==> config.mk <==
export PLATFORM = sky130hd
export DESIGN_NAME = opl_lite
export DESIGN_NICKNAME = d
export VERILOG_FILES = /design/src/opl_lite_pkg.sv /design/src/opl_ctrl_if.sv /design/src/opl_lite.sv /design/src/opl_output_mix.sv /design/src/opl_timers.sv /design/src/opl_tone_channels.sv /design/src/opl_host_regs.sv
export VERILOG_INCLUDE_DIRS = /design/src
export SDC_FILE = /design/constraint.sdc
export NUM_CORES = 1
export LEC_CHECK = 0
export ABC_AREA = 1
export BUFFER_PORTS_ARGS = -buffer_cell sky130_fd_sc_hd__buf_2
export CORE_UTILIZATION = 55
export DETAILED_ROUTE_END_ITERATION = 10
export PLACE_DENSITY_LB_ADDON = 0.08
export SYNTH_ARGS = -nofsm -noshare
export SYNTH_HDL_FRONTEND = slang
export SYNTH_SLANG_ARGS = --single-unit
==> constraint.sdc <==
create_clock -name clk -period 1.67 [get_ports clk]
set_input_delay 0.334 -clock clk [delete_from_list [all_inputs] [get_ports clk]]
set_output_delay 0.334 -clock clk [all_outputs]
set_load 0.05 [all_outputs]
==> src/opl_lite_macros.svh <==
/*
 * opl lite build constants
 * divider counts, channel count, datapath widths and tone level
 */
`ifndef OPL_LITE_MACROS_SVH
`define OPL_LITE_MACROS_SVH

// clock and sample rate division
`define OPL_CLK_DIV_COUNT 8        // clk cycles per sample tick
`define OPL_TIMER1_DIV    4        // sample ticks per timer 1 step
`define OPL_TIMER2_DIV    16       // sample ticks per timer 2 step

// channel datapath
`define OPL_NUM_CHANNELS  4
`define OPL_PHASE_WIDTH   16       // phase accumulator bits
`define OPL_SAMPLE_WIDTH  16       // signed channel sample bits
`define OPL_AMPLITUDE     4096     // square wave level, well inside the sample range

`endif
==> src/opl_lite_pkg.sv <==
/*
 * opl lite shared types
 * register index and data bytes, sample and mix words, status byte and register map
 */
`include "opl_lite_macros.svh"

package opl_lite_pkg;

    typedef logic [7:0] reg_index_t;                             // indexed register address
    typedef logic [7:0] reg_data_t;                              // host data byte
    typedef logic [9:0] fnum_t;                                  // frequency number
    typedef logic [7:0] timer_t;                                 // timer preset / count
    typedef logic signed [`OPL_SAMPLE_WIDTH-1:0] sample_t;       // one channel
    typedef logic signed [`OPL_SAMPLE_WIDTH:0] mix_t;            // sum of two channels

    // status byte as read from address 0
    typedef struct packed {
        logic       irq;                                         // either flag set
        logic       ft1;                                         // timer 1 overflow
        logic       ft2;                                         // timer 2 overflow
        logic [4:0] zero;                                        // always read as 0
    } status_t;

    // register map
    localparam reg_index_t REG_TIMER1     = 8'h02;               // timer 1 preset
    localparam reg_index_t REG_TIMER2     = 8'h03;               // timer 2 preset
    localparam reg_index_t REG_TIMER_CTRL = 8'h04;               // irq_rst, masks, starts
    localparam reg_index_t REG_FNUM_LO    = 8'hA0;               // 0xa0..0xa3, fnum[7:0]
    localparam reg_index_t REG_KON_FNUM   = 8'hB0;               // 0xb0..0xb3, kon + fnum[9:8]

    // timer control bit positions
    localparam int CTRL_IRQ_RST = 7;
    localparam int CTRL_MT1     = 6;
    localparam int CTRL_MT2     = 5;
    localparam int CTRL_ST2     = 1;
    localparam int CTRL_ST1     = 0;

    localparam int KON_BIT = 5;                                  // in the 0xb0 group

endpackage

==> src/opl_ctrl_if.sv <==
/*
 * opl lite control bundle
 * decoded register fields from the register block to the timers and the tone channels
 */
`include "opl_lite_macros.svh"

interface opl_ctrl_if;

    opl_lite_pkg::timer_t timer1;                                // presets
    opl_lite_pkg::timer_t timer2;
    logic st1;                                                   // timer starts
    logic st2;
    logic mt1;                                                   // flag masks
    logic mt2;
    logic irq_rst;                                               // one cycle, clears flags

    opl_lite_pkg::fnum_t fnum [`OPL_NUM_CHANNELS];               // per channel pitch
    logic [`OPL_NUM_CHANNELS-1:0] kon;                           // per channel key on

    modport regs (
        output timer1, timer2, st1, st2, mt1, mt2, irq_rst,
        output fnum, kon
    );

    modport timers (
        input timer1, timer2, st1, st2, mt1, mt2, irq_rst
    );

    modport tone (
        input fnum, kon
    );

endinterface

==> src/opl_lite.sv <==
/*
 * opl lite top level
 * host port, tone channels, timers and output mixer
 */
module opl_lite (
    input  logic                    clk,
    input  logic                    reset,
    input  logic                    cs_n,
    input  logic                    rd_n,
    input  logic                    wr_n,
    input  logic [1:0]              address,
    input  opl_lite_pkg::reg_data_t din,
    output opl_lite_pkg::reg_data_t dout,
    output logic                    sample_valid,
    output opl_lite_pkg::mix_t      sample_l,
    output opl_lite_pkg::mix_t      sample_r,
    output logic                    irq_n
);

    logic                  sample_tick;
    logic                  channel_valid;
    opl_lite_pkg::sample_t channel_a;
    opl_lite_pkg::sample_t channel_b;
    opl_lite_pkg::sample_t channel_c;
    opl_lite_pkg::sample_t channel_d;
    logic                  ft1;
    logic                  ft2;
    opl_lite_pkg::status_t status;                               // mixer back to the host port

    opl_ctrl_if ctrl ();

    opl_host_regs u_host_regs (
        .clk     (clk),
        .reset   (reset),
        .cs_n    (cs_n),
        .rd_n    (rd_n),
        .wr_n    (wr_n),
        .address (address),
        .din     (din),
        .dout    (dout),
        .status  (status),
        .ctrl    (ctrl.regs)
    );

    opl_tone_channels u_tone_channels (
        .clk           (clk),
        .reset         (reset),
        .ctrl          (ctrl.tone),
        .sample_tick   (sample_tick),
        .channel_valid (channel_valid),
        .channel_a     (channel_a),
        .channel_b     (channel_b),
        .channel_c     (channel_c),
        .channel_d     (channel_d)
    );

    opl_timers u_timers (
        .clk         (clk),
        .reset       (reset),
        .sample_tick (sample_tick),
        .ctrl        (ctrl.timers),
        .ft1         (ft1),
        .ft2         (ft2)
    );

    opl_output_mix u_output_mix (
        .clk           (clk),
        .reset         (reset),
        .channel_valid (channel_valid),
        .channel_a     (channel_a),
        .channel_b     (channel_b),
        .channel_c     (channel_c),
        .channel_d     (channel_d),
        .ft1           (ft1),
        .ft2           (ft2),
        .sample_valid  (sample_valid),
        .sample_l      (sample_l),
        .sample_r      (sample_r),
        .status        (status),
        .irq_n         (irq_n)
    );

endmodule

==> src/opl_output_mix.sv <==
/*
 * opl lite output mixer
 * left and right sums, sample strobe, status byte and interrupt
 */
module opl_output_mix (
    input  logic                  clk,
    input  logic                  reset,
    input  logic                  channel_valid,
    input  opl_lite_pkg::sample_t channel_a,
    input  opl_lite_pkg::sample_t channel_b,
    input  opl_lite_pkg::sample_t channel_c,
    input  opl_lite_pkg::sample_t channel_d,
    input  logic                  ft1,
    input  logic                  ft2,
    output logic                  sample_valid,
    output opl_lite_pkg::mix_t    sample_l,
    output opl_lite_pkg::mix_t    sample_r,
    output opl_lite_pkg::status_t status,
    output logic                  irq_n
);

    always_ff @(posedge clk) begin
        if (reset) begin
            sample_valid <= 1'b0;
            sample_l     <= '0;
            sample_r     <= '0;
            status       <= '0;
        end else begin
            sample_valid <= channel_valid;                       // one clk behind the channels
            if (channel_valid) begin
                sample_l <= opl_lite_pkg::mix_t'(channel_a) + opl_lite_pkg::mix_t'(channel_c);
                sample_r <= opl_lite_pkg::mix_t'(channel_b) + opl_lite_pkg::mix_t'(channel_d);
            end
            status.irq  <= ft1 || ft2;
            status.ft1  <= ft1;
            status.ft2  <= ft2;
            status.zero <= '0;
        end
    end

    assign irq_n = !status.irq;                                  // active low pin

    a_irq_follows_flags: assert property (@(posedge clk) disable iff (reset)
        {!irq_n, status.irq} == {2{status.ft1 || status.ft2}});

endmodule

==> src/opl_timers.sv <==
/*
 * opl lite interval timers
 * two prescaled up counters with reload, start, mask and flag clear
 */
`include "opl_lite_macros.svh"

module opl_timers (
    input  logic        clk,
    input  logic        reset,
    input  logic        sample_tick,
    opl_ctrl_if.timers  ctrl,
    output logic        ft1,
    output logic        ft2
);

    localparam int PRE_W = $clog2(`OPL_TIMER2_DIV);              // wide enough for both
    localparam int PRE_DIV [2] = '{`OPL_TIMER1_DIV, `OPL_TIMER2_DIV};

    opl_lite_pkg::timer_t preset  [2];
    opl_lite_pkg::timer_t count   [2];
    logic [PRE_W-1:0]     pre_cnt [2];                           // sample ticks in a step
    logic                 start   [2];
    logic                 start_q [2];                           // for start edge
    logic                 mask    [2];
    logic                 flag    [2];

    assign preset[0] = ctrl.timer1;
    assign preset[1] = ctrl.timer2;
    assign start[0]  = ctrl.st1;
    assign start[1]  = ctrl.st2;
    assign mask[0]   = ctrl.mt1;
    assign mask[1]   = ctrl.mt2;

    for (genvar t = 0; t < 2; t++) begin : g_timer
        always_ff @(posedge clk) begin
            if (reset) begin
                count[t]   <= '0;
                pre_cnt[t] <= '0;
                start_q[t] <= 1'b0;
                flag[t]    <= 1'b0;
            end else begin
                start_q[t] <= start[t];
                if (start[t] && !start_q[t]) begin
                    count[t]   <= preset[t];                     // fresh start
                    pre_cnt[t] <= '0;
                end else if (start[t] && sample_tick) begin
                    if (pre_cnt[t] == PRE_W'(PRE_DIV[t] - 1)) begin
                        pre_cnt[t] <= '0;
                        if (count[t] == 8'hFF) begin
                            count[t] <= preset[t];               // overflow reloads
                            if (!mask[t])
                                flag[t] <= 1'b1;
                        end else begin
                            count[t] <= count[t] + 1'b1;
                        end
                    end else begin
                        pre_cnt[t] <= pre_cnt[t] + 1'b1;
                    end
                end
                if (ctrl.irq_rst)
                    flag[t] <= 1'b0;                             // clear wins over set
            end
        end

        a_mask_holds_flag: assert property (@(posedge clk) disable iff (reset)
            $rose(flag[t]) |-> !$past(mask[t]) && $past(start[t]));
    end

    assign ft1 = flag[0];
    assign ft2 = flag[1];

endmodule

==> src/opl_tone_channels.sv <==
/*
 * opl lite tone channels
 * sample rate divider and four square wave phase accumulators
 */
`include "opl_lite_macros.svh"

module opl_tone_channels (
    input  logic                  clk,
    input  logic                  reset,
    opl_ctrl_if.tone              ctrl,
    output logic                  sample_tick,
    output logic                  channel_valid,
    output opl_lite_pkg::sample_t channel_a,
    output opl_lite_pkg::sample_t channel_b,
    output opl_lite_pkg::sample_t channel_c,
    output opl_lite_pkg::sample_t channel_d
);

    localparam int DIV_W   = $clog2(`OPL_CLK_DIV_COUNT);
    localparam int PHASE_W = `OPL_PHASE_WIDTH;
    localparam opl_lite_pkg::sample_t AMP = opl_lite_pkg::sample_t'(`OPL_AMPLITUDE);

    logic [DIV_W-1:0]      div_cnt;                              // clk cycles in this tick
    logic [PHASE_W-1:0]    phase      [`OPL_NUM_CHANNELS];
    logic [PHASE_W-1:0]    phase_next [`OPL_NUM_CHANNELS];
    opl_lite_pkg::sample_t chan       [`OPL_NUM_CHANNELS];       // registered samples

    // sample rate enable
    always_ff @(posedge clk) begin
        if (reset) begin
            div_cnt     <= '0;
            sample_tick <= 1'b0;
        end else begin
            sample_tick <= 1'b0;
            if (div_cnt == DIV_W'(`OPL_CLK_DIV_COUNT - 1)) begin
                div_cnt     <= '0;
                sample_tick <= 1'b1;                             // one clk wide
            end else begin
                div_cnt <= div_cnt + 1'b1;
            end
        end
    end

    always_comb begin
        for (int i = 0; i < `OPL_NUM_CHANNELS; i++)
            phase_next[i] = phase[i] + PHASE_W'(ctrl.fnum[i]);   // one step ahead
    end

    always_ff @(posedge clk) begin
        if (reset) begin
            channel_valid <= 1'b0;
            for (int i = 0; i < `OPL_NUM_CHANNELS; i++) begin
                phase[i] <= '0;
                chan[i]  <= '0;
            end
        end else begin
            channel_valid <= sample_tick;
            for (int i = 0; i < `OPL_NUM_CHANNELS; i++) begin
                if (!ctrl.kon[i]) begin
                    phase[i] <= '0;                              // key off parks the phase
                    if (sample_tick)
                        chan[i] <= '0;                           // silent
                end else if (sample_tick) begin
                    phase[i] <= phase_next[i];
                    chan[i]  <= phase_next[i][PHASE_W-1] ? -AMP : AMP;  // top bit picks polarity
                end
            end
        end
    end

    assign channel_a = chan[0];
    assign channel_b = chan[1];
    assign channel_c = chan[2];
    assign channel_d = chan[3];

    a_valid_after_tick: assert property (@(posedge clk) disable iff (reset)
        channel_valid == $past(sample_tick) && !(channel_valid && sample_tick));

endmodule

==> src/opl_host_regs.sv <==
/*
 * opl lite host register block
 * index latch, indexed register writes, field decode and status readback
 */
`include "opl_lite_macros.svh"

module opl_host_regs (
    input  logic                    clk,
    input  logic                    reset,
    input  logic                    cs_n,
    input  logic                    rd_n,
    input  logic                    wr_n,
    input  logic [1:0]              address,
    input  opl_lite_pkg::reg_data_t din,
    output opl_lite_pkg::reg_data_t dout,
    input  opl_lite_pkg::status_t   status,
    opl_ctrl_if.regs                ctrl
);

    opl_lite_pkg::reg_index_t index;                             // selected register
    logic wr;
    logic rd;
    logic wr_data;                                               // data write at address 1

    assign wr      = !cs_n && !wr_n;
    assign rd      = !cs_n && !rd_n;
    assign wr_data = wr && (address == 2'd1);

    // control state
    always_ff @(posedge clk) begin
        if (reset) begin
            index        <= '0;
            ctrl.st1     <= 1'b0;
            ctrl.st2     <= 1'b0;
            ctrl.mt1     <= 1'b0;
            ctrl.mt2     <= 1'b0;
            ctrl.irq_rst <= 1'b0;
            ctrl.kon     <= '0;
        end else begin
            ctrl.irq_rst <= 1'b0;                                // pulse by default
            if (wr && address == 2'd0)
                index <= din;                                    // address phase
            if (wr_data && index == opl_lite_pkg::REG_TIMER_CTRL) begin
                if (din[opl_lite_pkg::CTRL_IRQ_RST]) begin
                    ctrl.irq_rst <= 1'b1;                        // other bits untouched
                end else begin
                    ctrl.mt1 <= din[opl_lite_pkg::CTRL_MT1];
                    ctrl.mt2 <= din[opl_lite_pkg::CTRL_MT2];
                    ctrl.st2 <= din[opl_lite_pkg::CTRL_ST2];
                    ctrl.st1 <= din[opl_lite_pkg::CTRL_ST1];
                end
            end
            for (int i = 0; i < `OPL_NUM_CHANNELS; i++)
                if (wr_data && index == (opl_lite_pkg::REG_KON_FNUM |
                                         opl_lite_pkg::reg_index_t'(i)))
                    ctrl.kon[i] <= din[opl_lite_pkg::KON_BIT];
        end
    end

    // presets and frequency numbers
    always_ff @(posedge clk) begin
        if (wr_data && index == opl_lite_pkg::REG_TIMER1)
            ctrl.timer1 <= din;
        if (wr_data && index == opl_lite_pkg::REG_TIMER2)
            ctrl.timer2 <= din;
        for (int i = 0; i < `OPL_NUM_CHANNELS; i++) begin
            if (wr_data && index == (opl_lite_pkg::REG_FNUM_LO |
                                     opl_lite_pkg::reg_index_t'(i)))
                ctrl.fnum[i][7:0] <= din;                        // low byte
            if (wr_data && index == (opl_lite_pkg::REG_KON_FNUM |
                                     opl_lite_pkg::reg_index_t'(i)))
                ctrl.fnum[i][9:8] <= din[1:0];                   // high bits
        end
    end

    // status readback one cycle after the strobe
    always_ff @(posedge clk) begin
        if (reset)
            dout <= '0;
        else if (rd)
            dout <= (address == 2'd0) ? status : '0;             // other addresses read 0
    end

    a_irq_rst_pulse: assert property (@(posedge clk) disable iff (reset)
        ctrl.irq_rst |=> !ctrl.irq_rst);

endmodule

==> results.py <==
metrics = {
    "timing": {
        "fin_crit_ns": 1.83,
        "drv_slew": 0,
        "finalWorstSetupSlack_ns": -0.163,
        "timing.fmax_mhz": 546,
        "rsz0062_at_grt": "yes",
        "finalCritPeriodShare_pct": 110,
        "setup_violations": 32,
        "clock_skew_ns": 0.00734,
        "finalHoldViolations": 0,
        "fin_tns_setup_ns": -1.70,
    },
    "floorplan": {
        "initial_core_util_pct": 56.4,
        "die_h_um": 141,
        "die_area_um2": 19900,
        "pin_count": 59,
        "row_count": 50,
        "die_width_um": 141,
        "core-area_um2": 18800,
    },
    "place": {
        "dp.cells": 1633,
        "io_buffers": 29,
        "hpwlAfterDp_um": 15800,
        "place.gp.congestion": 0.859,
    },
    "grt": {
        "grt_overflow": 0,
        "antenna_found_initial": 0,
        "grt_pass1_vias": 7987,
        "track_usage_pct": 24.9,
        "grt_max_degree": 30,
        "grt_pass1_wl_um": 38100,
    },
    "power_and_ir_drop": {
        "finalPower_mw": 9.46,
        "power_density_nw_per_um2": 679,
        "p_switching_mw": 2.20,
        "pwr-share-seq_pct": 55.3,
        "clkPwrFrac_pct": 40.4,
        "irDropWorstVdd_uv": 796,
        "combPwrFrac_pct": 4.3,
        "leakage_nw": 6.13,
        "p_int_mw": 7.25,
        "switching_share_pct": 23.3,
    },
    "synthesis": {
        "ys_seq_area_share_pct": 50.9,
        "synthCells": 1266,
        "synthFlopType": "edfxtp_1",
        "synth_area_leader_cell": "edfxtp_1",
        "async_flop_share_pct": 0,
        "synth_top_family_by_area": "simple AND/OR/NAND/NOR gates",
        "synth_edf_count": 154,
        "yosys-mux-area-fraction_pct": 0,
        "synth_top_area_share_pct": 43.5,
        "yosys.area_share.xor_xnor_pct": 0.824,
        "yosys-top-cells-area": "edfxtp_1 (44%), nand2_1 (12%), dfxtp_1 (7.3%), nor2_1 (6.7%), inv_1 (6.5%)",
        "synth_cell_types": 36,
        "syn_area_per_cell_um2": 8.39,
        "synth_adder_area_share_pct": 7.54,
        "synth-simple-area-share_pct": 25.5,
        "yosys_warnings": 0,
        "synth-seq-cells": 193,
        "synth_compound_area_share_pct": 5.85,
        "synth_area_um2": 10600,
    },
    "route": {
        "vias_per_cell": 5.20,
        "drc": 0,
        "firstDrtPassIters": 6,
        "routedWlPerCell_um": 15.5,
        "num_vias": 8794,
        "routed_wl_um": 26200,
        "drtIter0Drc": 494,
        "antenna_left": 0,
    },
    "setup_path": {
        "crit_path_start_kind": "register",
        "crit_arrival_ns": 2.03,
        "setup.worst_path.end_class": "register",
        "critical_path_class": "reg2reg",
        "cp_max_fo": 3,
        "crit_required_ns": 1.87,
    },
    "clocking": {
        "h-tree-depth": 4,
        "insertion_delay_ns": 0.43,
        "cts_buffers": 17,
        "numClockSinks": 193,
        "root_buffer": "clkbuf_16",
        "cts_tree": "built",
        "clk_pin_slew_ns": 0.07,
        "cts.path.max_buffers": 2,
    },
    "layout": {
        "n_fill_cell": 1296,
        "areaGrowthSynthToFinish_pct": 31.1,
        "most-common-layout-cells": "nand2_1 (235), inv_1 (175), nor2_1 (156)",
        "final_util_pct": 74.0,
        "num-nets-final": 1490,
        "mostFrequentLayoutCell": "nand2_1",
        "antenna_cells": 0,
        "stdcell_count": 1690,
        "drive_gt1_share_pct": 32.2,
    },
    "worst_hold_path": {
        "hold_class": "in2reg",
    },
    "status": {
        "violations": "negative setup slack",
        "status": "complete, but fails checks",
    },
    "run": {
        "cap_violations": 0,
    },
}
[critical path, cell delays in order (launching register included)]
cell,delay (ns)
edfxtp_1,0.42
buf_4,0.16
fa_2,0.42
nand2_4,0.11
nand3_2,0.09
nand3_2,0.08
nand2_2,0.07
nand2_2,0.08
nand3_2,0.06
nand2_2,0.05
nor2_1,0.04
[repair_timing]
action,CTS,global route
setup endpoints to repair,50,97
pin swaps,23,143
buffers inserted,1,25
resized for setup,97,243
hold buffers,0,0
[cells in the mapped netlist, types with 2 or more instances]
library cell and number:
nand2_2 2, dfxtp_1 39, inv_4 2, nor3b_1 4
nor2_1 191, nand2_1 326, or2_2 8, buf_4 31
buf_6 2, xor2_1 8, fa_1 10, ha_1 48
nand4_1 10, nor2_4 2, a21oi_1 78, and2_1 2
nor3_1 12, nand3_1 85, clkbuf_1 5, or2_0 2
xnor2_1 2, edfxtp_1 154, nand3b_1 3, buf_2 5
o21ai_0 42, inv_1 183
[power by group through the flow]
stage	registers (mW)	logic [mW]	clock network, mW
floorplan	5.33	0.317	0
global route	5.23	0.440	4.05
CTS	5.23	0.396	3.87
detailed placement	5.33	0.393	0
global placement	5.33	0.389	0
finish	5.23	0.405	3.82
[metal layers]
layer / share of wire, % / up-vias / global-route usage (%)
met5: 0 / - / 0
met4: 2.9 / 0 / 9.27
met3: 4.5 / 60 / 3.77
met2: 50 / 275 / 42.5
met1: 42 / 4111 / 32.1
li1: - / 4348 / -
[cell type report]
type	count	area, um^2	area share, %
tap	260	325	2.33
inverter	185	699	5.02
clock inverter	13	103	0.736
clock buffer	19	443	3.18
multi-input combinational	873	5800	41.7
timing repair buffer	147	1150	8.29
sequential	193	5410	38.8
[worst paths after layout]
check | start | endpoint | slack [ns] | cells past startpoint
max | u_host_regs.ctrl.fnum[21] | u_tone_channels.phase[1][14] | -0.16 | 10
min | address[0] | u_host_regs.dout[6] | 0.23 | 4
max reg2reg | u_host_regs.ctrl.fnum[21] | u_tone_channels.phase[1][14] | -0.16 | 10
min reg2reg | u_tone_channels.div_cnt[0] | u_tone_channels.div_cnt[0] | 0.42 | 1
[sequential cells by signal, summed over array words and instances (netlist names), 2 cells and up]
signal,cells
u_output_mix.sample_l,4
u_timers.count,16
u_timers.flag,2
u_timers.start_q,2
u_host_regs.ctrl.timer2,8
u_output_mix.sample_r,4
u_host_regs.ctrl.timer1,8
u_host_regs.ctrl.kon,4
u_timers.pre_cnt,8
u_host_regs.index,8
u_tone_channels.phase,64
u_tone_channels.div_cnt,3
u_output_mix.status,3
u_tone_channels.chan,8
u_host_regs.ctrl.fnum,40
u_host_regs.dout,3
[kinds of logic after synthesis]
group / after synthesis
and+or+nand+nor: 653
buffers and inverters: 228
DFF: 193
AOI/OAI and AO/OA: 123
adders and majority gates: 58
xor gates and xnor gates: 10
other: 1
[stage by stage]
| stage | setup WS, ns | hold WS, ns | area, um^2 |
|---|---|---|---|
| 2_1_floorplan | 0.00332 | 0.399 | 10700 |
| 3_3_place_gp | -0.104 | 0.407 | 11700 |
| 3_5_place_dp | -0.136 | 0.417 | 11700 |
| 4_1_cts | -0.0880 | 0.221 | 12800 |
| 5_1_grt | -0.209 | 0.257 | 13900 |
| 6_report | -0.163 | 0.234 | 13900 |
Power figures use the tool's default switching activity.
